`src/verilog/vertex_pkg.sv`:
```
package vertex_pkg;

	//////////////////////////////////////////////////
	// sizes
	//////////////////////////////////////////////////

	localparam int vertex_bits           = 32; // one vertex value, also the id
	localparam int addr_bits             = 32;
	localparam int cacheline_vertex_num  = 4;
	localparam int cacheline_bits        = 128;
	localparam int cacheline_bytes       = 16; // address step per batch
	localparam int array_num             = 6;
	localparam int job_fifo_depth        = 16;
	localparam int job_fifo_alfull_level = 14; // leaves room for the record in flight
	localparam int count_bits            = 3;  // batch count 0..4

	//////////////////////////////////////////////////
	// types
	//////////////////////////////////////////////////

	// per-vertex arrays, in request order
	typedef enum logic [2:0] {
		in_degree,
		out_degree,
		edges_idx,
		inv_in_degree,
		inv_out_degree,
		inv_edges_idx
	} vertex_struct_t;

	// work descriptor
	typedef struct packed {
		logic                                   valid;
		logic [vertex_bits-1:0]                 num_vertices;
		logic [array_num-1:0][addr_bits-1:0]    base; // indexed by vertex_struct_t
	} wed_t;

	typedef struct packed {
		logic                  valid;
		logic [addr_bits-1:0]  address;
		logic [count_bits-1:0] real_size; // vertices in this line
		vertex_struct_t        tag;
	} read_command_t;

	typedef struct packed {
		logic                      valid;
		vertex_struct_t            tag;
		logic [count_bits-1:0]     real_size;
		logic [cacheline_bits-1:0] data; // lowest vertex in the low word
	} read_response_t;

	// one assembled vertex
	typedef struct packed {
		logic                                  valid;
		logic [vertex_bits-1:0]                id;
		logic [array_num-1:0][vertex_bits-1:0] values; // indexed by vertex_struct_t
	} vertex_job_t;

	typedef struct packed {
		logic empty;
		logic alfull;
		logic full;
	} buffer_status_t;

endpackage

```
`src/verilog/job_fifo.sv`:
```
`timescale 1ns/1ps

module job_fifo (
	input  logic                       clock,
	input  logic                       rstn,
	input  logic                       push,
	input  vertex_pkg::vertex_job_t    data_in,
	input  logic                       pop,
	output vertex_pkg::vertex_job_t    data_out,
	output vertex_pkg::buffer_status_t status
);

	import vertex_pkg::*;

	vertex_job_t mem [job_fifo_depth];

	logic [$clog2(job_fifo_depth)-1:0] wr_ptr;
	logic [$clog2(job_fifo_depth)-1:0] rd_ptr;
	logic [$clog2(job_fifo_depth):0]   count;
	logic                              do_push;
	logic                              do_pop;
	logic                              out_valid;
	vertex_job_t                       out_data;

	assign do_push = push && !status.full;
	assign do_pop  = pop && !status.empty;

	always_ff @(posedge clock or negedge rstn) begin
		if (!rstn) begin
			wr_ptr    <= '0;
			rd_ptr    <= '0;
			count     <= '0;
			out_valid <= 1'b0;
		end else begin
			if (do_push)
				wr_ptr <= wr_ptr + 1'b1; // wraps at depth
			if (do_pop)
				rd_ptr <= rd_ptr + 1'b1;
			count     <= count + do_push - do_pop;
			out_valid <= do_pop; // one cycle per pop
		end
	end

	always_ff @(posedge clock) begin
		if (do_push)
			mem[wr_ptr] <= data_in;
		if (do_pop)
			out_data <= mem[rd_ptr];
	end

	always_comb begin
		data_out       = out_data;
		data_out.valid = out_valid;
	end

	assign status.empty  = (count == '0);
	assign status.alfull = (count >= job_fifo_alfull_level);
	assign status.full   = (count == job_fifo_depth);

endmodule

```
`config.mk`:
```
export PLATFORM = sky130hd
export DESIGN_NAME = job_fifo
export DESIGN_NICKNAME = d
export VERILOG_FILES = /design/src/verilog/vertex_pkg.sv /design/src/verilog/job_fifo.sv
export SDC_FILE = /design/constraint.sdc
export NUM_CORES = 2
export LEC_CHECK = 0
export CORE_ASPECT_RATIO = 1.25
export CORE_MARGIN = 5
export CORE_UTILIZATION = 57
export CTS_CLUSTER_DIAMETER = 120
export DETAILED_ROUTE_END_ITERATION = 7
export DONT_BUFFER_PORTS = 1
export PLACE_DENSITY_LB_ADDON = 0.25
export SYNTH_ARGS = -nofsm -noshare
export SYNTH_HDL_FRONTEND = slang
export SYNTH_SLANG_ARGS = --single-unit
export TNS_END_PERCENT = 20
```
`constraint.sdc`:
```
create_clock -name clock -period 23.8 [get_ports clock]
set_input_delay 4.76 -clock clock [delete_from_list [all_inputs] [get_ports clock]]
set_output_delay 4.76 -clock clock [all_outputs]
set_load 0.1 [all_outputs]
```
* Yosys cells after proc, flatten, opt, wreduce, memory -nomap -nowiden
Memories as Yosys holds them, arrays and structs flattened. A register that Yosys moved wholly into a read port is not among the register bits.
Cells that the tools add are included.
Widths: inputs -> output; s select.
** Word-level totals
- Bits in registers :: 14
- Memories kept :: 1
- Logic and storage cells :: 18
- Bits of input ports :: 229
- Memory bits (writable) :: 3600
** Memory list
- mem :: words 16, bits a word 225, read ports 1, clocked after Yosys merged registers in 1, write ports 1, line job_fifo.sv:15 : vertex_job_t mem [job_fifo_depth];
** Operators by class
- Mux-type cells :: 2
- Eq/ne operators :: 1
- Reduce and logical (&&, ||, !) cells :: 5
- $add $sub $neg :: 4
- $lt $le $gt $ge :: 1
** Operator list (count)
- $add 4x1->4 const B :: 2
- $add 5x1->5 :: 1
- $eq 5x5->1 const B :: 1
- $ge 5x4->1 const B :: 1
- $logic_not 5->1 :: 1
- $sub 5x1->5 :: 1
- $logic_and 1x1->1 :: 2
- $logic_not 1->1 :: 2
- $mux 1 :: 2

* Longest topological paths before layout
- Depth in word-level cells :: 5
- Gate-level depth with buffers :: 15
- Gate-level depth less buffers :: 14

* Worst setup path before layout
OpenSTA, ideal clock, no wires.
- Path type :: input to register
- Start :: input push
- End :: memory mem[0][0] (netlist name) (enable)
- Stages on the path :: 4
- Arrival :: 26.186 ns
- Setup time :: 1.356 ns
- Setup slack :: -3.743 ns
- Cells stage by stage :: nor2b_1 > clkbuf_2 > inv_1 > nor4_1
** Between the ends
- Longest elaborated chain between the ends :: 3
** RTL lines
- start, declared :: line job_fifo.sv:6 : input logic push,
- $logic_and 1x1->1 :: line job_fifo.sv:25 : assign do_push = push && !status.full;
- $mux 1 :: line job_fifo.sv:45 : if (do_push)
- $mux 1 (implied by the code) :: line job_fifo.sv:46 : mem[wr_ptr] <= data_in;
- end, declared :: line job_fifo.sv:15
No other way between the ends.

* Worst setup path after layout
- Start :: input push
- End :: memory mem[7][123] (netlist name) (enable)
Same word-level chain as after synthesis.

==> impl_metrics.json <==
{
  "dr_total_vias": 68325,
  "regArea_um2": 115000,
  "fillers": 16513,
  "critPathRequiredTime_ns": 24.28,
  "switchingPower_uw": 7370,
  "critPathSlowestCell": "buf_4",
  "start_kind": "primary input",
  "synth_compound_area_share_pct": 4.69,
  "drive_above_1_share_pct": 15.4,
  "die_w_um": 460,
  "final_area_um2": 159000,
  "rows": 206,
  "multi_input_area_um2": 27200,
  "fmax_mhz": 114,
  "async_flop_share_pct": 0.366,
  "min_path_type": "flop to flop",
  "cpMostUsedCell": "buf_4",
  "power.internal_uw": 13500,
  "critPathMaxFanout": 47,
  "wl_um": 327000,
  "synthMuxAreaShare_pct": 13.2,
  "core_um2": 252000,
  "cts_setup_buffers": 0,
  "setup_viol": 0,
  "path_buf_inv": 4,
  "hpwl_um": 162000,
  "synth-simple-area-share_pct": 0.716,
  "grt_pass1_vias": 70486,
  "power.share.clock_pct": 26.9,
  "sequentialPowerShare_pct": 48.8,
  "finish.utilization_pct": 63.1,
  "postSynthAreaPerCell_um2": 21.4,
  "power_switching_share_pct": 35.3,
  "dieArea_um2": 263000,
  "min_period_over_period_pct": 37.0,
  "ctsResizeCount": 0,
  "cts_root_buffer": "clkbuf_16",
  "clk_pin_slew_ns": 0.06,
  "synthesis.nets": 6989,
  "die_h_um": 572,
  "synth.area.top_cells": "edfxtp_1, mux4_2, mux2i_1, a221oi_1, a22oi_1",
  "synth_xor_area_share_pct": 0.0547,
  "clock_skew_ns": 0.0694,
  "antenna_found_initial": 12,
  "critPathTopFamily": "buffers and inverters",
  "synth.distinct_cells": 35,
  "finalHoldViolCount": 0,
  "wl_per_cell_um": 31.2,
  "drt_iter0_drc": 7279,
  "drv_cap": 0,
  "area_delta_synth_final_pct": 10.3,
  "drt-pass1-iter-count": 5,
  "cts_tree": "done",
  "place.gp.congestion": 0.741,
  "arrival_ns": 9.29,
  "powerDensity_nw_per_um2": 131,
  "synth_top_area_share_pct": 79.4,
  "worstSkewPairLatency_ns": 0.91,
  "numPortBuffers": 0,
  "cpPeakStageDelay_ns": 0.89,
  "finalPower_uw": 20800,
  "postCtsHoldBufs": 0,
  "ant_nets": 0,
  "synth_top_family_by_area": "multiplexers",
  "vias_per_cell": 6.53,
  "maxSlewHeadroom_pct": 20.0,
  "rsz0062_at_grt": "false",
  "cts_max_level": 5,
  "clockBufferDepth": 4,
  "start_util_pct": 57.2,
  "grt_usage_pct": 24.7,
  "cts.sinks": 3822,
  "drcViolationCount": 0,
  "ys_seq_elements": 3822,
  "synth_area_um2": 144000,
  "grt_pass1_wl_um": 477000,
  "end_kind": "flop",
  "num-nets-final": 7106,
  "power_frac_comb_pct": 24.3,
  "outcome": "completed",
  "min_period_ns": 8.81,
  "placed_area_um2": 147000,
  "cts_buffers": 361,
  "ir_drop_mv": 0.127,
  "cp_cell_sequence": "nor2b_1 > inv_1 > nor3b_1 > and2_4 > buf_4 > buf_4 > buf_4",
  "yosysWarnings": 0,
  "io_pins": 457,
  "synth_seq_area_share_pct": 79.6,
  "synth_cells": 6745,
  "synthAdderAreaFrac_pct": 0.136,
  "worstSetupPathType": "primary input to flop",
  "synth_edf_count": 3808,
  "yosys.area.top_type": "edfxtp_1",
  "whs_ns": 0.616,
  "maxSlewViolCount": 0,
  "synth-main-ff-cell": "edfxtp_1",
  "worst_slew_pin_slew_ns": 1.20,
  "grt_max_degree": 146,
  "p_leak_uw": 0.0518,
  "overflow": 0
}
==> layout make-up <==
class | count | share of cell area, %
well taps | 3328 | 2.62
multi-input cells | 2527 | 17.1
flip-flops and latches | 3822 | 72.2
clock inverters | 203 | 1.29
clock buffers | 435 | 5.94
diodes | 4 | 0.00630
inverters | 17 | 0.0449
repair buffers | 133 | 0.750
==> Yosys cell counts (6+ instances only) <==
| library cell | n |
|---|---|
| dfrtp_1 | 14 |
| mux4_2 | 448 |
| edfxtp_1 | 3808 |
| buf_1 | 12 |
| buf_4 | 61 |
| inv_1 | 16 |
| a221oi_1 | 448 |
| mux2i_1 | 896 |
| xnor2_1 | 6 |
| ha_1 | 14 |
| and2_1 | 9 |
| o21ai_0 | 225 |
| buf_6 | 44 |
| buf_2 | 100 |
| a22oi_1 | 224 |
| clkbuf_1 | 159 |
| nand2_1 | 228 |
==> tightest hold or removal path, delay by kind of cell (launching register included) <==
kind	cells	cell delay [ns]
XOR/XNOR	1	0.06
flip-flops	1	0.42
AND/OR/NAND/NOR	1	0.10
==> power by group through the flow <==
stage / Sequential [µW] / Clock, µW / Combinational (µW)
6_report: 10200 / 5600 / 5070
5_1_grt: 10200 / 6000 / 5410
4_1_cts: 10200 / 5690 / 5100
3_5_place_dp: 10300 / 0 / 5080
3_3_place_gp: 10300 / 0 / 5050
2_1_floorplan: 10400 / 0 / 3640
==> final timing paths <==
kind | from | endpoint | slack (ns) | cells after the start
worst min register to register | wr_ptr[0] | wr_ptr[3] | 0.62 | 2
worst max register to register | count[2] | mem[7][123] | 17.59 | 10
max in group asynchronous | rstn | rd_ptr[1] | 20.16 | 0
worst min-delay path | wr_ptr[0] | wr_ptr[3] | 0.62 | 2
min in group asynchronous | rstn | rd_ptr[2] | 3.53 | 0
worst max-delay path | push | mem[7][123] | 14.99 | 7
==> registers in the layout, summed over array words and instances (netlist names) <==
name	count
count	5
data_out	224
mem	3584
out_valid	1
rd_ptr	4
wr_ptr	4
==> routing by layer <==
| layer | up-vias | GRT usage [%] | wire [µm] |
|---|---|---|---|
| met5 | - | 0 | 13 |
| li1 | 28657 | - | - |
| met4 | 2 | 5.80 | 7580 |
| met1 | 36302 | 34.0 | 128000 |
| met2 | 2825 | 41.0 | 163000 |
| met3 | 539 | 5.70 | 28900 |
==> cells by family after synthesis <==
kind of cell	Yosys count
compound gates	902
simple gates	256
buf+inv	396
fa+ha+maj	15
flops	3822
xor+xnor	9
mux	1345
==> through the flow <==
step                      worst slack (ns)  cells  setup TNS, ns
after floorplan                      -3.74   6745       -3353.20
after global placement               14.25   9827              0
after detailed placement             14.17   9827              0
after CTS                            15.11  10465              0
after global routing                 14.91  10466              0
final                                14.99  10469              0
==> layout by cell type (no fill, tap or decap), types with 5 or more instances in the layout <==
cell	count
a221oi_1	448
a22oi_1	224
and2_4	9
buf_12	14
buf_4	118
bufinv_16	33
clkbuf_1	68
clkbuf_16	368
clkinv_1	76
clkinv_16	6
clkinv_2	62
clkinv_4	5
clkinvlp_4	9
dfrtp_1	10
edfxtp_1	3808
ha_1	14
inv_1	16
inv_6	5
mux2i_1	896
mux4_2	448
nand2_1	228
o21ai_0	225
xnor2_1	6
No activity file was read; power rests on OpenSTA's default activity.
