$ cat src/verilog/vertex_pkg.sv
package vertex_pkg;

	//////////////////////////////////////////////////
	// sizes
	//////////////////////////////////////////////////

	localparam int vertex_bits           = 32; // one vertex value, also the id
	localparam int addr_bits             = 32;
	localparam int cacheline_vertex_num  = 4;
	localparam int cacheline_bits        = 128;
	localparam int cacheline_bytes       = 16; // address step per batch
	localparam int array_num             = 6;
	localparam int job_fifo_depth        = 16;
	localparam int job_fifo_alfull_level = 14; // leaves room for the record in flight
	localparam int count_bits            = 3;  // batch count 0..4

	//////////////////////////////////////////////////
	// types
	//////////////////////////////////////////////////

	// per-vertex arrays, in request order
	typedef enum logic [2:0] {
		in_degree,
		out_degree,
		edges_idx,
		inv_in_degree,
		inv_out_degree,
		inv_edges_idx
	} vertex_struct_t;

	// work descriptor
	typedef struct packed {
		logic                                   valid;
		logic [vertex_bits-1:0]                 num_vertices;
		logic [array_num-1:0][addr_bits-1:0]    base; // indexed by vertex_struct_t
	} wed_t;

	typedef struct packed {
		logic                  valid;
		logic [addr_bits-1:0]  address;
		logic [count_bits-1:0] real_size; // vertices in this line
		vertex_struct_t        tag;
	} read_command_t;

	typedef struct packed {
		logic                      valid;
		vertex_struct_t            tag;
		logic [count_bits-1:0]     real_size;
		logic [cacheline_bits-1:0] data; // lowest vertex in the low word
	} read_response_t;

	// one assembled vertex
	typedef struct packed {
		logic                                  valid;
		logic [vertex_bits-1:0]                id;
		logic [array_num-1:0][vertex_bits-1:0] values; // indexed by vertex_struct_t
	} vertex_job_t;

	typedef struct packed {
		logic empty;
		logic alfull;
		logic full;
	} buffer_status_t;

endpackage

$ cat src/verilog/vertex_read_requester.sv
`timescale 1ns/1ps

module vertex_read_requester (
	input  logic                      clock,
	input  logic                      rstn,
	input  vertex_pkg::wed_t          wed,
	input  logic                      read_alfull,
	input  logic                      response_strobe,
	input  logic                      batch_ready,
	output vertex_pkg::read_command_t read_command
);

	import vertex_pkg::*;

	typedef enum logic [1:0] {
		st_idle,
		st_wait,
		st_issue
	} req_state_t;

	req_state_t state;

	wed_t                   wed_q;       // captured descriptor
	logic [vertex_bits-1:0] remaining;   // vertices not yet requested
	logic [addr_bits-1:0]   offset;      // byte offset of current batch
	logic [count_bits-1:0]  batch_size;
	vertex_struct_t         cur_array;   // next array to request
	logic [3:0]             outstanding; // commands without a response

	logic                  batch_start;
	logic                  issue_fire;
	logic [count_bits-1:0] next_size;

	//////////////////////////////////////////////////
	// batch sizing
	//////////////////////////////////////////////////

	assign next_size = (remaining >= cacheline_vertex_num) ?
		count_bits'(cacheline_vertex_num) : remaining[count_bits-1:0];

	assign batch_start = (state == st_wait) && (remaining != '0) &&
		(outstanding == '0) && batch_ready;

	assign issue_fire = (state == st_issue) && !read_alfull; // held back on alfull

	//////////////////////////////////////////////////
	// command FSM
	//////////////////////////////////////////////////

	always_ff @(posedge clock or negedge rstn) begin
		if (!rstn) begin
			state     <= st_idle;
			remaining <= '0;
			offset    <= '0;
			batch_size <= '0;
			cur_array <= in_degree;
		end else begin
			case (state)
				st_idle: begin
					if (wed.valid) begin
						remaining <= wed.num_vertices;
						offset    <= '0;
						state     <= st_wait;
					end
				end
				st_wait: begin
					if (batch_start) begin
						batch_size <= next_size;
						remaining  <= remaining - vertex_bits'(next_size);
						cur_array  <= in_degree;
						state      <= st_issue;
					end else if (remaining == '0 && outstanding == '0) begin
						state <= st_idle; // job done
					end
				end
				st_issue: begin
					if (issue_fire) begin
						if (cur_array == inv_edges_idx) begin
							offset <= offset + addr_bits'(cacheline_bytes);
							state  <= st_wait;
						end else begin
							cur_array <= vertex_struct_t'(cur_array + 3'd1);
						end
					end
				end
				default: state <= st_idle;
			endcase
		end
	end

	// base addresses only change on a new job
	always_ff @(posedge clock) begin
		if (state == st_idle && wed.valid)
			wed_q <= wed;
	end

	//////////////////////////////////////////////////
	// outstanding responses
	//////////////////////////////////////////////////

	always_ff @(posedge clock or negedge rstn) begin
		if (!rstn) begin
			outstanding <= '0;
		end else begin
			case ({issue_fire, response_strobe})
				2'b10:   outstanding <= outstanding + 4'd1;
				2'b01:   outstanding <= outstanding - 4'd1;
				default: outstanding <= outstanding; // both or neither
			endcase
		end
	end

	// command goes out in the issue cycle itself
	always_comb begin
		read_command.valid     = issue_fire;
		read_command.address   = wed_q.base[cur_array] + offset;
		read_command.real_size = batch_size;
		read_command.tag       = cur_array;
	end

endmodule

$ cat config.mk
export PLATFORM = sky130hd
export DESIGN_NAME = vertex_read_requester
export DESIGN_NICKNAME = d
export VERILOG_FILES = /design/src/verilog/vertex_pkg.sv /design/src/verilog/vertex_read_requester.sv
export SDC_FILE = /design/constraint.sdc
export NUM_CORES = 1
export LEC_CHECK = 0
export ABC_CLOCK_PERIOD_IN_PS = 15380
export BUFFER_PORTS_ARGS = -buffer_cell sky130_fd_sc_hd__buf_2
export CAP_MARGIN = 40
export CORE_MARGIN = 2
export CORE_UTILIZATION = 55
export DETAILED_ROUTE_END_ITERATION = 12
export HOLD_SLACK_MARGIN = 0.12
export PLACE_DENSITY_LB_ADDON = 0.08
export SLEW_MARGIN = 0
export SYNTH_ARGS = -nofsm -noshare
export SYNTH_HDL_FRONTEND = slang
export SYNTH_SLANG_ARGS = --single-unit
export TNS_END_PERCENT = 5
$ cat constraint.sdc
create_clock -name clock -period 15.38 [get_ports clock]
set_clock_uncertainty 0.05 [all_clocks]
set_input_delay 3.076 -clock clock [delete_from_list [all_inputs] [get_ports clock]]
set_output_delay 3.076 -clock clock [all_outputs]
set_load 0.005 [all_outputs]
Yosys cells after proc, flatten, opt, wreduce, memory -nomap -nowiden
Cells that the tools add are included.
Storage, ports and cells
  flip-flop bits (word level): 268
  latch bits: 0
  memory bits (writable): 0
  memory bits (read-only): 0
  bits of input ports: 230
  logic and storage cells: 72
  memories: 0
Operators by class
  $add $sub $neg: 6
  $mul: 0
  div/mod/pow operators: 0
  $lt $le $gt $ge: 2
  eq/ne operators: 11
  shift-type cells: 0
  mux-type cells: 21
  bitwise logic cells: 0
  reductions and logical operators: 20
Operators with widths (count)
  $mux W32: 6
  $pmux W32 S2: 2
  $bmux W32 S3: 1
  $add A32 B32 Y32: 1
  $add A32 B5 Y32 const B: 1
  $ge A32 B3 Y1 const B: 1
  $logic_not A32 Y1: 1
  $reduce_bool A32 Y1: 1
  $sub A32 B3 Y32: 1
  $mux W3: 4
  $reduce_and A4 Y1: 3
  $mux W2: 5
  $ne A2 B2 Y1 const B: 4
  $pmux W4 S2: 1
  $reduce_bool A2 Y1: 4
  $logic_and A1 B1 Y1: 6
  $pmux W2 S3: 1
  $pmux W3 S2: 1
  $add A4 B1 Y4 const B: 1
  $eq A2 B1 Y1 const B: 2
  $eq A2 B2 Y1 const B: 2
  $logic_not A4 Y1: 1
  $lt A3 B4 Y1 const B: 1
  $sub A4 B1 Y4 const B: 1
  other kinds (8): 8

Logic depth before layout (Yosys ltp)
  depth after elaboration: 6
  gate-level depth with buffers: 15

Worst setup path after synthesis
No wires, ideal clock.
  path type: input to register
  start point: input port wed[224] (netlist bit)
  end point: register wed_q[0] (netlist bit), enable pin
  data arrival time: 8.829 ns
  setup slack: 5.869 ns
  cell stages on the path: 2
  path buffers: 1
  path through: nor3b_1 clkbuf_1
On the way
  longest elaborated chain between the ends: 1
Ends and longest elaborated chain
  start: declaration: RTL line vertex_read_requester.sv:6  | input vertex_pkg::wed_t wed,
  $logic_and A1 B1 Y1: RTL line vertex_read_requester.sv:93  | if (state == st_idle && wed.valid)
  end signal: assignment: RTL line vertex_read_requester.sv:94  | wed_q <= wed;
  end: declaration: RTL line vertex_read_requester.sv:23  | wed_t wed_q;
Every way passes these cells.
A chain may end at the register's enable or synchronous reset.

==> metrics.md <==
| Metric | Value |
|---|---|
| Initial Util | between 50% and 60% |
| Via count | between 8,000 and 9,000 |
| Slew @ Worst Pin | approximately 1.1 ns |
| Max-slew violations | 0 |
| Met2 WL post-DR | 13.0 mm |
| Layout Nets | roughly 1,500 |
| Post-synth top area share | between 40% and 50% |
| Worst-path clk slew | about 0.06 ns |
| DRT met1 WL | around 12 mm |
| Mapped Avg Cell Area | about 13 um2 |
| Post-route DRC | 0 |
| P&R area growth vs syn | 19.8% |
| Congestion Overflow GR | 0 |
| Top cells by area, synth | edfxtp_1 (45%), dfrtp_1 (14%), mux4_2 (5.7%), ha_1 (3.4%), o21ai_0 (3.4%) |
| Die span in y | roughly 160 um |
| CORE AREA | about 23,000 um2 |
| R2r startpoint | remaining[19] |
| CP Class | reg2out |
| Final setup violation count | 0 |
| Root Driver | clkbuf_16 |
| Register area share after synthesis | 59.5% |
| R2R setup slack | 12.07 ns |
| Resized cells post-CTS | 0 |
| EDFF count, synth | roughly 190 |
| Class of the worst hold path | reg2reg |
| Max_cap viols | 0 |
| Met3 WL | ~2.1 mm |
| Max Used Layer | met4 |
| Crit end category | output port |
| FF-to-FF path depth | 8 |
| Number of distinct library cells after synthesis | 74 |
| WL per Instance | 17.8 um |
| Die ar. | 24,300 um2 |
| Deepest clock path buffer count | 3 |
| Post-DP HPWL | ~20 mm |
| Final antenna-violating net count | 0 |
| Die width | ~160 um |
| Dominant synthesized flop cell | edfxtp_1 |
| Fin crit period | approximately 8.6 ns |
| Detailed Routing Iterations Pass 1 | 5 |
| Min Hold Slack | 0.434 ns |
| Synthesis Warnings | 0 |
| CTS tree | built |
| Final Hold Viols | 0 |
| Post-Route WL | ~28 mm |
| Unrepaired setup endpoints after global routing | no |
| First-pass GRT wire length | 43.8 mm |
| WP data arrival | 5.50 ns |
| H-tree depth | 1 |
| Synth cell count leaders | edfxtp_1 (192), nand2_1 (99), o21ai_0 (87) |
| # fillers | 1,750 |
| # rows | 55 |
| Post-CTS Setup Bufs | 0 |
| Critical Path Source Type | register |
| Number of I/O port buffers | between 200 and 300 |
| Outcome | completed |
| Min-Delay Path Depth | 1 |
| I/O Pins | ~270 |
| Period utilization | roughly 56% |
| Most frequent cell after synthesis | edfxtp_1 |
| Fmax | between 100 and 150 MHz |
| Power Density | 179 nW/um2 |
| FF-to-FF End | remaining[2] |
| Static leakage | 6.22 nW |
| Asr flop ratio synth | approximately 27% |
| Fraction of layout cells with a size suffix above 1 | between 20 and 30% |
| Hold-fix buffers, CTS | 0 |
| HP Start | outstanding[3] |
| GRT Overall Usage | between 20 and 25% |
| Final TNS setup | 0 ns |
| Cell count after synthesis | 1,013 |
| Setup crit start | cur_array[0] |
| Worst slew margin | ~24% |
| CP max FO | 47 |
| Antenna violations before repair | 0 |
| Maximum number of pins on one net before global-route repair | about 220 |
| Num CTS Buffers | 27 |
| Req. time, crit path | between 10 and 15 ns |
| Number of global-route vias before repair | roughly 8,700 |
| Skew-Pair Late Insertion Delay | 0.55 ns |
| Post-synth top area cell | edfxtp_1 |
| Flops & latches, synth | between 200 and 300 |
| RePlAce Congestion | around 0.83 |
| Worst Hold End | outstanding[3] |
| Via-per-instance ratio | 5.65 |
| Synthesized area | 12,700 um2 |
| CTS Sinks | roughly 260 |
| Diode count | 0 |
| VDD IR-drop max | 0.121 mV |
| Drt first-iter violations | ~510 |
-- critical path, stage by stage (launching register included) --
cell and delay, ns:
dfrtp_4 0.68, buf_4 0.23, buf_16 0.29, mux4_2 0.54
nand2_1 0.07, o21ai_0 0.08, ha_1 0.34, o21a_1 0.21
o211ai_1 0.23, o22ai_1 0.13, a2111o_1 0.48, o311ai_0 0.58
a21oi_1 0.21, o2111ai_1 0.23, or3b_2 0.45, buf_2 0.15
-- per-layer routing --
| layer | track usage [%] | vias to the layer above |
|---|---|---|
| met2 | 36.3 | 268 |
| li1 | - | 4384 |
| met4 | 5.02 | 0 |
| met5 | 0 | - |
| met3 | 5.14 | 35 |
| met1 | 32.4 | 4256 |
-- cells by family (layout without fill, tap and decap cells) --
kind of cell / count (synthesis) / in the layout / share of synthesized area, %
adders and majority gates: 36 / 36 / 3.60
xor gates and xnor gates: 56 / 56 / 3.86
and+or+nand+nor: 288 / 288 / 10.7
other: 1 / 2 / 0.0295
DFF: 264 / 264 / 59.5
muxes: 64 / 64 / 8.19
buffers and inverters: 62 / 347 / 2.27
AOI/OAI and AO/OA: 242 / 242 / 11.8
-- per-stage QoR --
stage | std cells | setup WS [ns] | util [%] | power, mW | instance area [um2]
5_1_grt | 1584 | 6.31 | 67.3 | 2.90 | 15200
2_1_floorplan | 1014 | 5.87 | - | 1.78 | 12700
3_3_place_gp | 1530 | 7.03 | 63.0 | 2.07 | 14300
3_5_place_dp | 1534 | 7.29 | 63.4 | 2.11 | 14400
6_report | 1584 | 6.76 | 67.3 | 2.73 | 15200
4_1_cts | 1584 | 6.68 | 67.3 | 2.75 | 15200
-- layout by cell type, fill, tap and decap left out, types with 4 or more instances in the layout --
| master | netlist | final |
|---|---|---|
| o21ai_0 | 87 | 87 |
| ha_1 | 35 | 35 |
| xnor2_1 | 26 | 26 |
| nand2_1 | 99 | 99 |
| xor2_1 | 30 | 30 |
| a21oi_1 | 63 | 63 |
| buf_4 | 1 | 7 |
| nor2_1 | 75 | 75 |
| a22oi_1 | 6 | 6 |
| mux2i_1 | 32 | 32 |
| and3_1 | 6 | 6 |
| nor3_1 | 18 | 18 |
| clkinv_1 | 0 | 5 |
| nand4_1 | 12 | 12 |
| nand2b_1 | 10 | 10 |
| o22ai_1 | 5 | 5 |
| or4_1 | 7 | 7 |
| a21o_1 | 22 | 22 |
| dfrtp_1 | 72 | 70 |
| nor4_1 | 16 | 16 |
| clkbuf_1 | 23 | 5 |
| o2bb2ai_1 | 5 | 5 |
| a31oi_1 | 4 | 4 |
| o31ai_1 | 4 | 4 |
| nand3_1 | 23 | 23 |
| clkbuf_8 | 1 | 4 |
| buf_2 | 7 | 268 |
| o21a_1 | 4 | 4 |
| inv_1 | 17 | 17 |
| a22o_1 | 7 | 7 |
| mux4_2 | 32 | 32 |
| clkbuf_16 | 0 | 27 |
| clkinv_2 | 0 | 5 |
| edfxtp_1 | 192 | 192 |
-- sequential cells by signal (all words and copies together), names as in the netlist --
signal,flops
cur_array,3
state,2
outstanding,4
remaining,32
batch_size,3
wed_q,192
offset,28
-- worst max-delay path by stage --
stage                                  end
after floorplan                   wed_q[0]
after global placement    read_command[37]
after detailed placement  read_command[37]
after CTS                 read_command[37]
after global routing      read_command[37]
final                     read_command[37]
-- area by class of cell --
type	instances	area [um2]	share of cell area (%)
inverters	17	63.8	0.419
repair buffers	280	1490	9.80
multi-input cells	688	4870	31.9
flip-flops and latches	264	7570	49.7
well taps	285	357	2.34
clock buffers	36	749	4.92
clock inverters	14	133	0.871
-- where the power goes --
part           internal [mW]  switching (mW)  leakage, nW
Clock                  0.377           0.265        0.437
Sequential             0.936          0.0978         2.70
Combinational          0.445           0.607         3.09
Total                   1.76           0.970         6.22
(Power assumes the default switching activity.)
