## src/verilog/vertex_pkg.sv

```systemverilog
package vertex_pkg;

	//////////////////////////////////////////////////
	// sizes
	//////////////////////////////////////////////////

	localparam int vertex_bits           = 32; // one vertex value, also the id
	localparam int addr_bits             = 32;
	localparam int cacheline_vertex_num  = 4;
	localparam int cacheline_bits        = 128;
	localparam int cacheline_bytes       = 16; // address step per batch
	localparam int array_num             = 6;
	localparam int job_fifo_depth        = 16;
	localparam int job_fifo_alfull_level = 14; // leaves room for the record in flight
	localparam int count_bits            = 3;  // batch count 0..4

	//////////////////////////////////////////////////
	// types
	//////////////////////////////////////////////////

	// per-vertex arrays, in request order
	typedef enum logic [2:0] {
		in_degree,
		out_degree,
		edges_idx,
		inv_in_degree,
		inv_out_degree,
		inv_edges_idx
	} vertex_struct_t;

	// work descriptor
	typedef struct packed {
		logic                                   valid;
		logic [vertex_bits-1:0]                 num_vertices;
		logic [array_num-1:0][addr_bits-1:0]    base; // indexed by vertex_struct_t
	} wed_t;

	typedef struct packed {
		logic                  valid;
		logic [addr_bits-1:0]  address;
		logic [count_bits-1:0] real_size; // vertices in this line
		vertex_struct_t        tag;
	} read_command_t;

	typedef struct packed {
		logic                      valid;
		vertex_struct_t            tag;
		logic [count_bits-1:0]     real_size;
		logic [cacheline_bits-1:0] data; // lowest vertex in the low word
	} read_response_t;

	// one assembled vertex
	typedef struct packed {
		logic                                  valid;
		logic [vertex_bits-1:0]                id;
		logic [array_num-1:0][vertex_bits-1:0] values; // indexed by vertex_struct_t
	} vertex_job_t;

	typedef struct packed {
		logic empty;
		logic alfull;
		logic full;
	} buffer_status_t;

endpackage

```

## src/verilog/vertex_assembler.sv

```systemverilog
`timescale 1ns/1ps

module vertex_assembler (
	input  logic                                                         clock,
	input  logic                                                         rstn,
	input  logic [vertex_pkg::array_num-1:0][vertex_pkg::vertex_bits-1:0] values,
	input  logic [vertex_pkg::array_num-1:0]                             loaded,
	input  logic                                                         fifo_alfull,
	output logic                                                         shift,
	output logic                                                         batch_ready,
	output logic                                                         push,
	output vertex_pkg::vertex_job_t                                      record,
	output logic [vertex_pkg::vertex_bits-1:0]                           filtered_count
);

	import vertex_pkg::*;

	logic                                  rec_valid;
	logic [vertex_bits-1:0]                rec_id;
	logic [array_num-1:0][vertex_bits-1:0] rec_values;
	logic [vertex_bits-1:0]                id_count; // every assembled vertex
	logic                                  no_neighbors;
	logic                                  filter;

	//////////////////////////////////////////////////
	// shift control
	//////////////////////////////////////////////////

	assign shift       = (&loaded) && !fifo_alfull;
	assign batch_ready = !(|loaded) && !fifo_alfull; // streams drained

	//////////////////////////////////////////////////
	// record build
	//////////////////////////////////////////////////

	always_ff @(posedge clock or negedge rstn) begin
		if (!rstn) begin
			rec_valid <= 1'b0;
			id_count  <= '0;
		end else begin
			rec_valid <= shift;
			if (shift)
				id_count <= id_count + 1'b1;
		end
	end

	always_ff @(posedge clock) begin
		if (shift) begin
			rec_id     <= id_count;
			rec_values <= values;
		end
	end

	assign record.valid  = rec_valid;
	assign record.id     = rec_id;
	assign record.values = rec_values;

	// no inverse out neighbors, nothing to schedule
	assign no_neighbors = (rec_values[inv_out_degree] == '0);
	assign push         = rec_valid && !no_neighbors;
	assign filter       = rec_valid && no_neighbors;

	always_ff @(posedge clock or negedge rstn) begin
		if (!rstn)
			filtered_count <= '0;
		else if (filter)
			filtered_count <= filtered_count + 1'b1;
	end

endmodule

```

## config.mk

```make
export PLATFORM = sky130hd
export DESIGN_NAME = vertex_assembler
export DESIGN_NICKNAME = d
export VERILOG_FILES = /design/src/verilog/vertex_pkg.sv /design/src/verilog/vertex_assembler.sv
export SDC_FILE = /design/constraint.sdc
export NUM_CORES = 1
export LEC_CHECK = 0
export CAP_MARGIN = 40
export CORE_AREA = 2 2 181 183
export DETAILED_ROUTE_END_ITERATION = 8
export DIE_AREA = 0 0 183 185
export DONT_BUFFER_PORTS = 1
export SLEW_MARGIN = 10
export SYNTH_ARGS = -nofsm -noshare
export SYNTH_HDL_FRONTEND = slang
export SYNTH_SLANG_ARGS = --single-unit
```

## constraint.sdc

```tcl
create_clock -name clock -period 9.2 [get_ports clock]
set_clock_uncertainty 0.2 [all_clocks]
set_input_delay 0.46 -clock clock [delete_from_list [all_inputs] [get_ports clock]]
set_output_delay 0.46 -clock clock [all_outputs]
set_load 0.02 [all_outputs]
```

==> results of run 1 <==
==> per-stage QoR <==
| step | cell area [um2] | cells | hold slack, ns | worst slack, ns | utilization (%) |
|---|---|---|---|---|---|
| 3_5_place_dp | 10300 | 890 | -0.0336 | 5.83 | 32.1 |
| 3_3_place_gp | 10300 | 888 | -0.0332 | 6.00 | 32.0 |
| 2_1_floorplan | 9760 | 483 | -0.0356 | 4.58 | - |
==> Yosys cell counts <==
master    instances  area [um2]
edfxtp_1        224        6730
dfrtp_1          65        1630
xnor2_1          50         438
nand2_1          21        78.8
nand4_1          20         125
and3_1           15        93.8
nand3_1          13        65.1
xor2_1           12         105
and4_1           10        87.6
nor2_1            9        33.8
and2_1            5        31.3
nor4_1            5        31.3
buf_4             4        30.0
inv_1             4        15.0
nand3_2           4        40.0
nor3_1            4        20.0
nor4_2            4        50.1
ha_1              2        25.0
mux2_2            2        22.5
nand4_2           2        25.0
and3b_1           1        8.76
buf_2             1        5.00
buf_6             1        11.3
nor3_4            1        16.3
nor4_4            1        21.3
nor4b_2           1        15.0
or2_2             1        6.26
or4_1             1        7.51
==> cell families after synthesis <==
group / after synthesis
buffers and inverters: 10
adder cells (fa/ha/maj): 2
flip-flops: 289
multiplexers: 2
AND/OR/NAND/NOR: 118
XOR/XNOR: 62
==> results.yml, run 1 <==
cts:
  cts_made_buffers: 30
  cts.sinks: 289
  post_cts_buffers: 0
  cts_resized: 0
  clk_path_buf_depth: 3
  cts-hold-fix-buffers: 190
  cts_htree_levels: 1
  cts_root_buffer: "clkbuf_16"
synth:
  ys_seq_area_share_pct: 85.6
  synth_compound_area_share_pct: 0
  synth-simple-area-share_pct: 7.75
  syn-mean-instance-area_um2: 20.2
  syn_area_um2: 9760
  synth_top_family_by_area: "simple AND/OR/NAND/NOR gates"
  synth-seq-cells: 289
  synthXorXnorAreaFrac_pct: 5.56
  yosysWarnings: 0
  synthCells: 483
  synth_mux_area_share_pct: 0.231
  yosysUniqueCellTypes: 28
  synthAdderAreaFrac_pct: 0.256
  syn-num-nets: 686
die:
  io_pins: 461
  die_w_um: 183
  die_y_um: 185
  rows: 66
  initial_core_util_pct: 30.5
placement:
  portBuffers: 0
  routabilityCongestion: 0.793
  detailed_place_hpwl_um: 18800
outcome:
  stop_stage: "clock tree synthesis"
  error: "[ERROR RSZ-0060] Max buffer count reached."
  status: "did not finish"
==> run 2, diff against run 1 <==
--- a/config.mk
+++ b/config.mk
@@ -6,10 +6,10 @@
 export NUM_CORES = 1
 export LEC_CHECK = 0
 export CAP_MARGIN = 40
-export CORE_AREA = 2 2 181 183
+export CORE_UTILIZATION = 20
 export DETAILED_ROUTE_END_ITERATION = 8
-export DIE_AREA = 0 0 183 185
 export DONT_BUFFER_PORTS = 1
+export PLACE_DENSITY_LB_ADDON = 0.15
 export SLEW_MARGIN = 10
 export SYNTH_ARGS = -nofsm -noshare
 export SYNTH_HDL_FRONTEND = slang
==> run 2 against run 1 <==
The flow now finishes without violations; synthesized cell count did not move; area after synthesis did not move.
==> results.yml, run 2 <==
synth:
  syn-num-nets: 686
  ys_seq_area_share_pct: 85.6
  synth_area_leaders: "edfxtp_1 69%, dfrtp_1 17%, xnor2_1 4.5%, nand4_1 1.3%, xor2_1 1.1%"
  yosys-top-cells-count: "224 x edfxtp_1, 65 x dfrtp_1, 50 x xnor2_1"
  synth-seq-cells: 289
  yosysWarnings: 0
  yosys.area.top_type: "edfxtp_1"
  synth_edf_count: 224
  yosysUniqueCellTypes: 28
  syn_area_um2: 9760
  yosys.area.top_type_share_pct: 68.9
  synthFlopType: "edfxtp_1"
  yosys.cell_count.top_type: "edfxtp_1"
  async_flop_share_pct: 22.5
  syn-mean-instance-area_um2: 20.2
  synthCells: 483
global_route:
  grt_max_degree: 74
  antenna_found_initial: 1
  overflow: 0
  grt_first_pass_wirelength_um: 37000
  grt_util_all_layers_pct: 10.1
  grt_pass1_vias: 5499
cts:
  cts_resized: 0
  cts_tree: "yes"
  cts.sinks: 289
  cts_made_buffers: 34
  clkTransAtPathRegs_ns: 0.06
  cts_root_buffer: "clkbuf_16"
  cts_htree_levels: 2
  clk_path_buf_depth: 3
  clk_latency_ns: 0.54
finish:
  stdcell_count: 1356
  final_cell_mix: "224 x edfxtp_1, 193 x dlygate4sd3_1, 65 x dfrtp_1"
  syn2layout_area_growth_pct: 40.4
  nets: 917
  layout_commonest_cell: "edfxtp_1"
  drive_above_1_share_pct: 10.7
  largest_reg_flops: 192
  fin_util_pct: 28.6
timing:
  worstMarginPinSlew_ns: 0.882
  rsz0062_at_grt: "false"
  fmaxAchievable_mhz: 297
  max_slew_margin_pct: 41.2
  final_hold_viol_count: 0
  drv_slew: 0
  fin_tns_setup_ns: 0
  min_period_ns: 3.37
  fin_crit_sh_pct: 36.6
  setup_viol_count_final: 0
die:
  die-area_um2: 49700
  die_w_um: 223
  rows: 80
  io_pins: 461
  coreArea_um2: 47900
  die_y_um: 223
  initial_core_util_pct: 20.4
placement:
  detailed_place_hpwl_um: 17900
  routabilityCongestion: 0.772
  portBuffers: 0
  placedCellCount: 1099
setup_path:
  cp_slowest_cell: "nor4_1"
  cp_cell_sequence: "nor4_1, nand4_1, nor2_1, nor2_1"
  r2r-start: "record[137]"
  path_buf_inv: 0
  max_stage_delay_ns: 0.75
  ff2ff_path_depth: 5
  reg2reg_setup_slack_ns: 5.91
  arrival_ns: 2.71
  regToRegEndpoint: "filtered_count[31]"
  crit_path_start_kind: "flop"
  crit_fanout: 4
  path_class: "flop to primary output"
  endpoint_kind: "primary output"
  critical-path-top-cell-by-count: "nor2_1"
  required_ns: 8.54
  cpLargestDelayFamily: "simple AND/OR/NAND/NOR gates"
route:
  drc: 0
  totalWireLength_um: 25800
  num_vias: 5199
  drt_iter0_drc: 218
  dr.pass1.iters: 4
  wl_per_cell_um: 19.1
  antenna_left: 0
  vias_per_cell: 3.83
power_and_ir_drop:
  finalPower_uw: 2880
  vdd_drop_max_v: 0.000118
  leakagePower_uw: 0.00490
  powerDensity_nw_per_um2: 210
min_path:
  hold_depth: 3
  hp-start: "loaded[1]"
  min_to: "id_count[8]"
  hold_path.class: "input pin to flop"
job:
  max_cap_violations: 0
outcome:
  status: "finished, final reports clean"
run 2: final cells by class:
type	count	area [um2]
Fill cell	4676	34200
Clock inverter	22	249
Tap cell	615	769
Clock buffer	40	905
Inverter	4	15.0
Multi-Input combinational cell	184	1350
Antenna cell	1	2.50
Sequential cell	289	8350
Timing Repair Buffer	201	2060
run 2: stage by stage:
stage | cell area [um2] | setup slack (ns) | hold WS, ns
4_1_cts | 13700 | 5.76 | 0.195
2_1_floorplan | 9760 | 4.58 | -0.0356
6_report | 13700 | 5.83 | 0.245
5_1_grt | 13700 | 5.64 | 0.244
3_3_place_gp | 10500 | 5.63 | -0.0318
3_5_place_dp | 10600 | 5.88 | -0.0327
run 2: per-layer routing:
| metal | track usage (%) | vias up | routed length (um) |
|---|---|---|---|
| met5 | 0 | - | 0 |
| li1 | - | 2311 | - |
| met2 | 17.9 | 262 | 13600 |
| met3 | 4.15 | 46 | 2320 |
| met4 | 4.94 | 0 | 842 |
| met1 | 10.2 | 2580 | 9090 |
run 2: cells by family (layout without fill, tap and decap cells):
family | count (synthesis) | count (layout) | synth area share (%)
other | 0 | 1 | 0
adders and majority gates | 2 | 2 | 0.256
buffers and inverters | 10 | 267 | 0.628
DFF | 289 | 289 | 85.6
and+or+nand+nor | 118 | 118 | 7.75
xor gates and xnor gates | 62 | 62 | 5.56
muxes | 2 | 2 | 0.231
run 2: timing repair:
item                      CTS  global route
setup buffers               0             0
hold buffers              194             0
hold endpoints to repair  257             0
run 2: worst max path at each step:
stage                                    end  cells after the start        start  slack (ns)
after floorplan                 id_count[11]                      6  fifo_alfull        4.58
after global placement    filtered_count[22]                      5  record[137]        5.63
after detailed placement  filtered_count[31]                      5  record[137]        5.88
after CTS                               push                      4  record[137]        5.76
after global routing                    push                      4  record[137]        5.64
final                                   push                      4  record[137]        5.83
run 2: worst reg2reg max path, cell delays in order (launching register included):
cell      delay, ns
edfxtp_1       0.51
nor4_1         0.75
nand4_1        0.55
nor3_4         0.73
nand4_1        0.24
xnor2_1        0.18
run 2: report_power, final:
part,internal [uW],switching (uW)
clock network,825,542
logic,57.9,24.9
registers,1420,12.8
Power figures use the tool's default switching activity.
==> run 3, diff against run 2 <==
--- a/config.mk
+++ b/config.mk
@@ -5,6 +5,7 @@
 export SDC_FILE = /design/constraint.sdc
 export NUM_CORES = 1
 export LEC_CHECK = 0
+export ABC_AREA = 1
 export CAP_MARGIN = 40
 export CORE_UTILIZATION = 20
 export DETAILED_ROUTE_END_ITERATION = 8
==> constraint.sdc (replaced) <==
create_clock -name clock -period 3.1 [get_ports clock]
set_clock_uncertainty 0.2 [all_clocks]
set_input_delay 0.155 -clock clock [delete_from_list [all_inputs] [get_ports clock]]
set_output_delay 0.155 -clock clock [all_outputs]
set_load 0.02 [all_outputs]
==> run 3 against run 2 <==
First-iteration DRC count increased by 67%; power increased to 3.0 times the previous value; register-to-register slack got worse by 5.3 ns; global-route usage increased by 1.7 points; utilization decreased by 0.46 points; combinational power increased to 3.2 times the previous value; critical path type is now flop to flop; highest routed layer is now met5.
==> results.yml, run 3 <==
route:
  drc: 0
  drt_iter0_drc: 364
  wl_per_cell_um: 19.4
  dr.pass1.iters: 4
  vias_per_cell: 3.87
  num_vias: 6862
  antenna_left: 0
  totalWireLength_um: 34400
power_and_ir_drop:
  leakagePower_uw: 0.00543
  powerDensity_nw_per_um2: 577
  vdd_drop_max_v: 0.000289
die:
  rows: 84
  die_w_um: 234
  initial_core_util_pct: 20.4
  io_pins: 461
  coreArea_um2: 53000
  die-area_um2: 54900
  die_y_um: 234
cts:
  cts_htree_levels: 2
  clk_path_buf_depth: 3
  clkTransAtPathRegs_ns: 0.06
  cts_root_buffer: "clkbuf_16"
  clk_latency_ns: 0.53
  cts_tree: "yes"
  cts.sinks: 289
  cts_resized: 0
  cts_made_buffers: 34
global_route:
  grt_util_all_layers_pct: 11.8
  grt_max_degree: 66
  grt_pass1_vias: 6988
  overflow: 0
  grt_first_pass_wirelength_um: 46700
  antenna_found_initial: 2
setup_path:
  arrival_ns: 2.71
  path_class: "flop to flop"
  cp_slowest_cell: "dlygate4sd3_1"
  endpoint_kind: "flop"
  critical-path-top-cell-by-count: "nor2_2"
  crit_path_start_kind: "flop"
  cp_cell_sequence: "ha_1, nand3_1, nor2_2, nand3_2, dlygate4sd3_1, nor2_2, nand2_1, xnor2_1"
  crit_fanout: 4
  required_ns: 3.32
  max_stage_delay_ns: 0.64
finish:
  final_cell_mix: "278 x nand2_1, 224 x edfxtp_1, 199 x dlygate4sd3_1"
  nets: 1263
  fin_util_pct: 28.1
  drive_above_1_share_pct: 8.84
  multi_input_area_um2: 2260
  syn2layout_area_growth_pct: 37.9
  largest_reg_flops: 192
  layout_commonest_cell: "nand2_1"
  area.sequential_um2: 8350
  fillers: 5453
synth:
  async_flop_share_pct: 22.5
  yosys.area.top_type: "edfxtp_1"
  yosys-top-cells-count: "278 x nand2_1, 224 x edfxtp_1, 96 x nor2_1"
  synth_edf_count: 224
  yosys.cell_count.top_type: "nand2_1"
  syn-mean-instance-area_um2: 13.1
  syn_area_um2: 10800
  syn-num-nets: 1025
  yosysUniqueCellTypes: 26
  ys_seq_area_share_pct: 77.3
  yosysWarnings: 0
  synth_area_leaders: "edfxtp_1 62%, dfrtp_1 15%, nand2_1 9.7%, nor2_1 3.3%, xor2_1 1.7%"
  synthFlopType: "edfxtp_1"
  synthCells: 822
  yosys.area.top_type_share_pct: 62.3
  synth-seq-cells: 289
timing:
  final_hold_viol_count: 0
  finalWorstSetupSlack_ns: 0.611
  setup_viol_count_final: 0
  rsz0062_at_grt: "false"
  fin_crit_sh_pct: 80.3
  max_slew_margin_pct: 41.3
  worstMarginPinSlew_ns: 0.872
  fmaxAchievable_mhz: 402
  min_period_ns: 2.49
  fin_tns_setup_ns: 0
  drv_slew: 0
job:
  max_cap_violations: 0
outcome:
  status: "finished, final reports clean"
placement:
  pre_cts_ws_ns: 0.578
  detailed_place_hpwl_um: 25500
  routabilityCongestion: 0.765
  portBuffers: 0
min_path:
  hold_path.class: "input pin to asynchronous set/reset pin"
run 3: kinds of logic (layout without fill, tap and decap cells):
kind of cell,Yosys count,in the layout,share of synthesized area [%]
AOI/OAI and AO/OA,8,8,0.405
xor gates and xnor gates,31,31,2.51
adders and majority gates,2,2,0.232
buffers and inverters,40,304,1.68
DFF,289,289,77.3
other,0,1,0
and+or+nand+nor,452,452,17.8
run 3: area by class of cell:
class | instances | share of cell area [%]
flip-flops and latches | 289 | 56.1
multi-input cells | 493 | 15.2
repair buffers | 211 | 14.4
clock buffers | 42 | 6.19
well taps | 688 | 5.78
clock inverters | 20 | 1.52
inverters | 31 | 0.832
diodes | 1 | 0.0168
run 3: worst max-delay path: cells and delay by family (launching register included):
kind	cells	cell delay, ns
fa+ha+maj	1	0.19
xor+xnor	1	0.14
flops	1	0.39
buf+inv	1	0.64
simple gates	5	0.82
run 3: path summary, 6_finish.rpt:
check	slack [ns]	endpoint	start	depth (start not counted)
setup reg to reg	0.61	id_count[18]	id_count[1]	8
hold / removal	0.02	filtered_count[2]	rstn	2
hold reg to reg	0.30	rec_id[0]	id_count[0]	0
min in group clock	0.05	record[5]	values[5]	1
max in group asynchronous	2.36	id_count[4]	rstn	2
setup / recovery	0.61	id_count[18]	id_count[1]	8
run 3: where the power goes:
| part | internal, uW | leakage, uW | total (uW) | switching (uW) |
|---|---|---|---|---|
| Clock | 2470 | 0.000547 | 4080 | 1610 |
| Sequential | 4200 | 0.00297 | 4240 | 38.5 |
| Combinational | 180 | 0.00191 | 268 | 87.9 |
| Total | 6850 | 0.00543 | 8590 | 1740 |
run 3: stage by stage:
step                      instances  hold slack, ns  instance area, um2  power (uW)
final                          1775          0.0195               14900        8590
after floorplan                 822          -0.341               10800        4340
after global placement         1512          -0.338               11700        4350
after global routing           1774          0.0169               14900        8910
after CTS                      1774         0.00108               14900        8760
after detailed placement       1512          -0.339               11700        4350
run 3: per-layer routing:
metal / share of wire, % / track usage, % / routed length [um] / vias up
met3: 10 / 4.91 / 3430 / 42
met5: 0.058 / 0 / 20 / -
met4: 2.0 / 3.65 / 685 / 2
met2: 51 / 21.2 / 17600 / 258
li1: - / - / - / 3258
met1: 37 / 12.3 / 12600 / 3302
run 3: timing repair:
item,4_1_cts,5_1_grt
hold buffers,200,0
setup endpoints to repair,0,0
hold endpoints to repair,263,0
buffers inserted,0,0
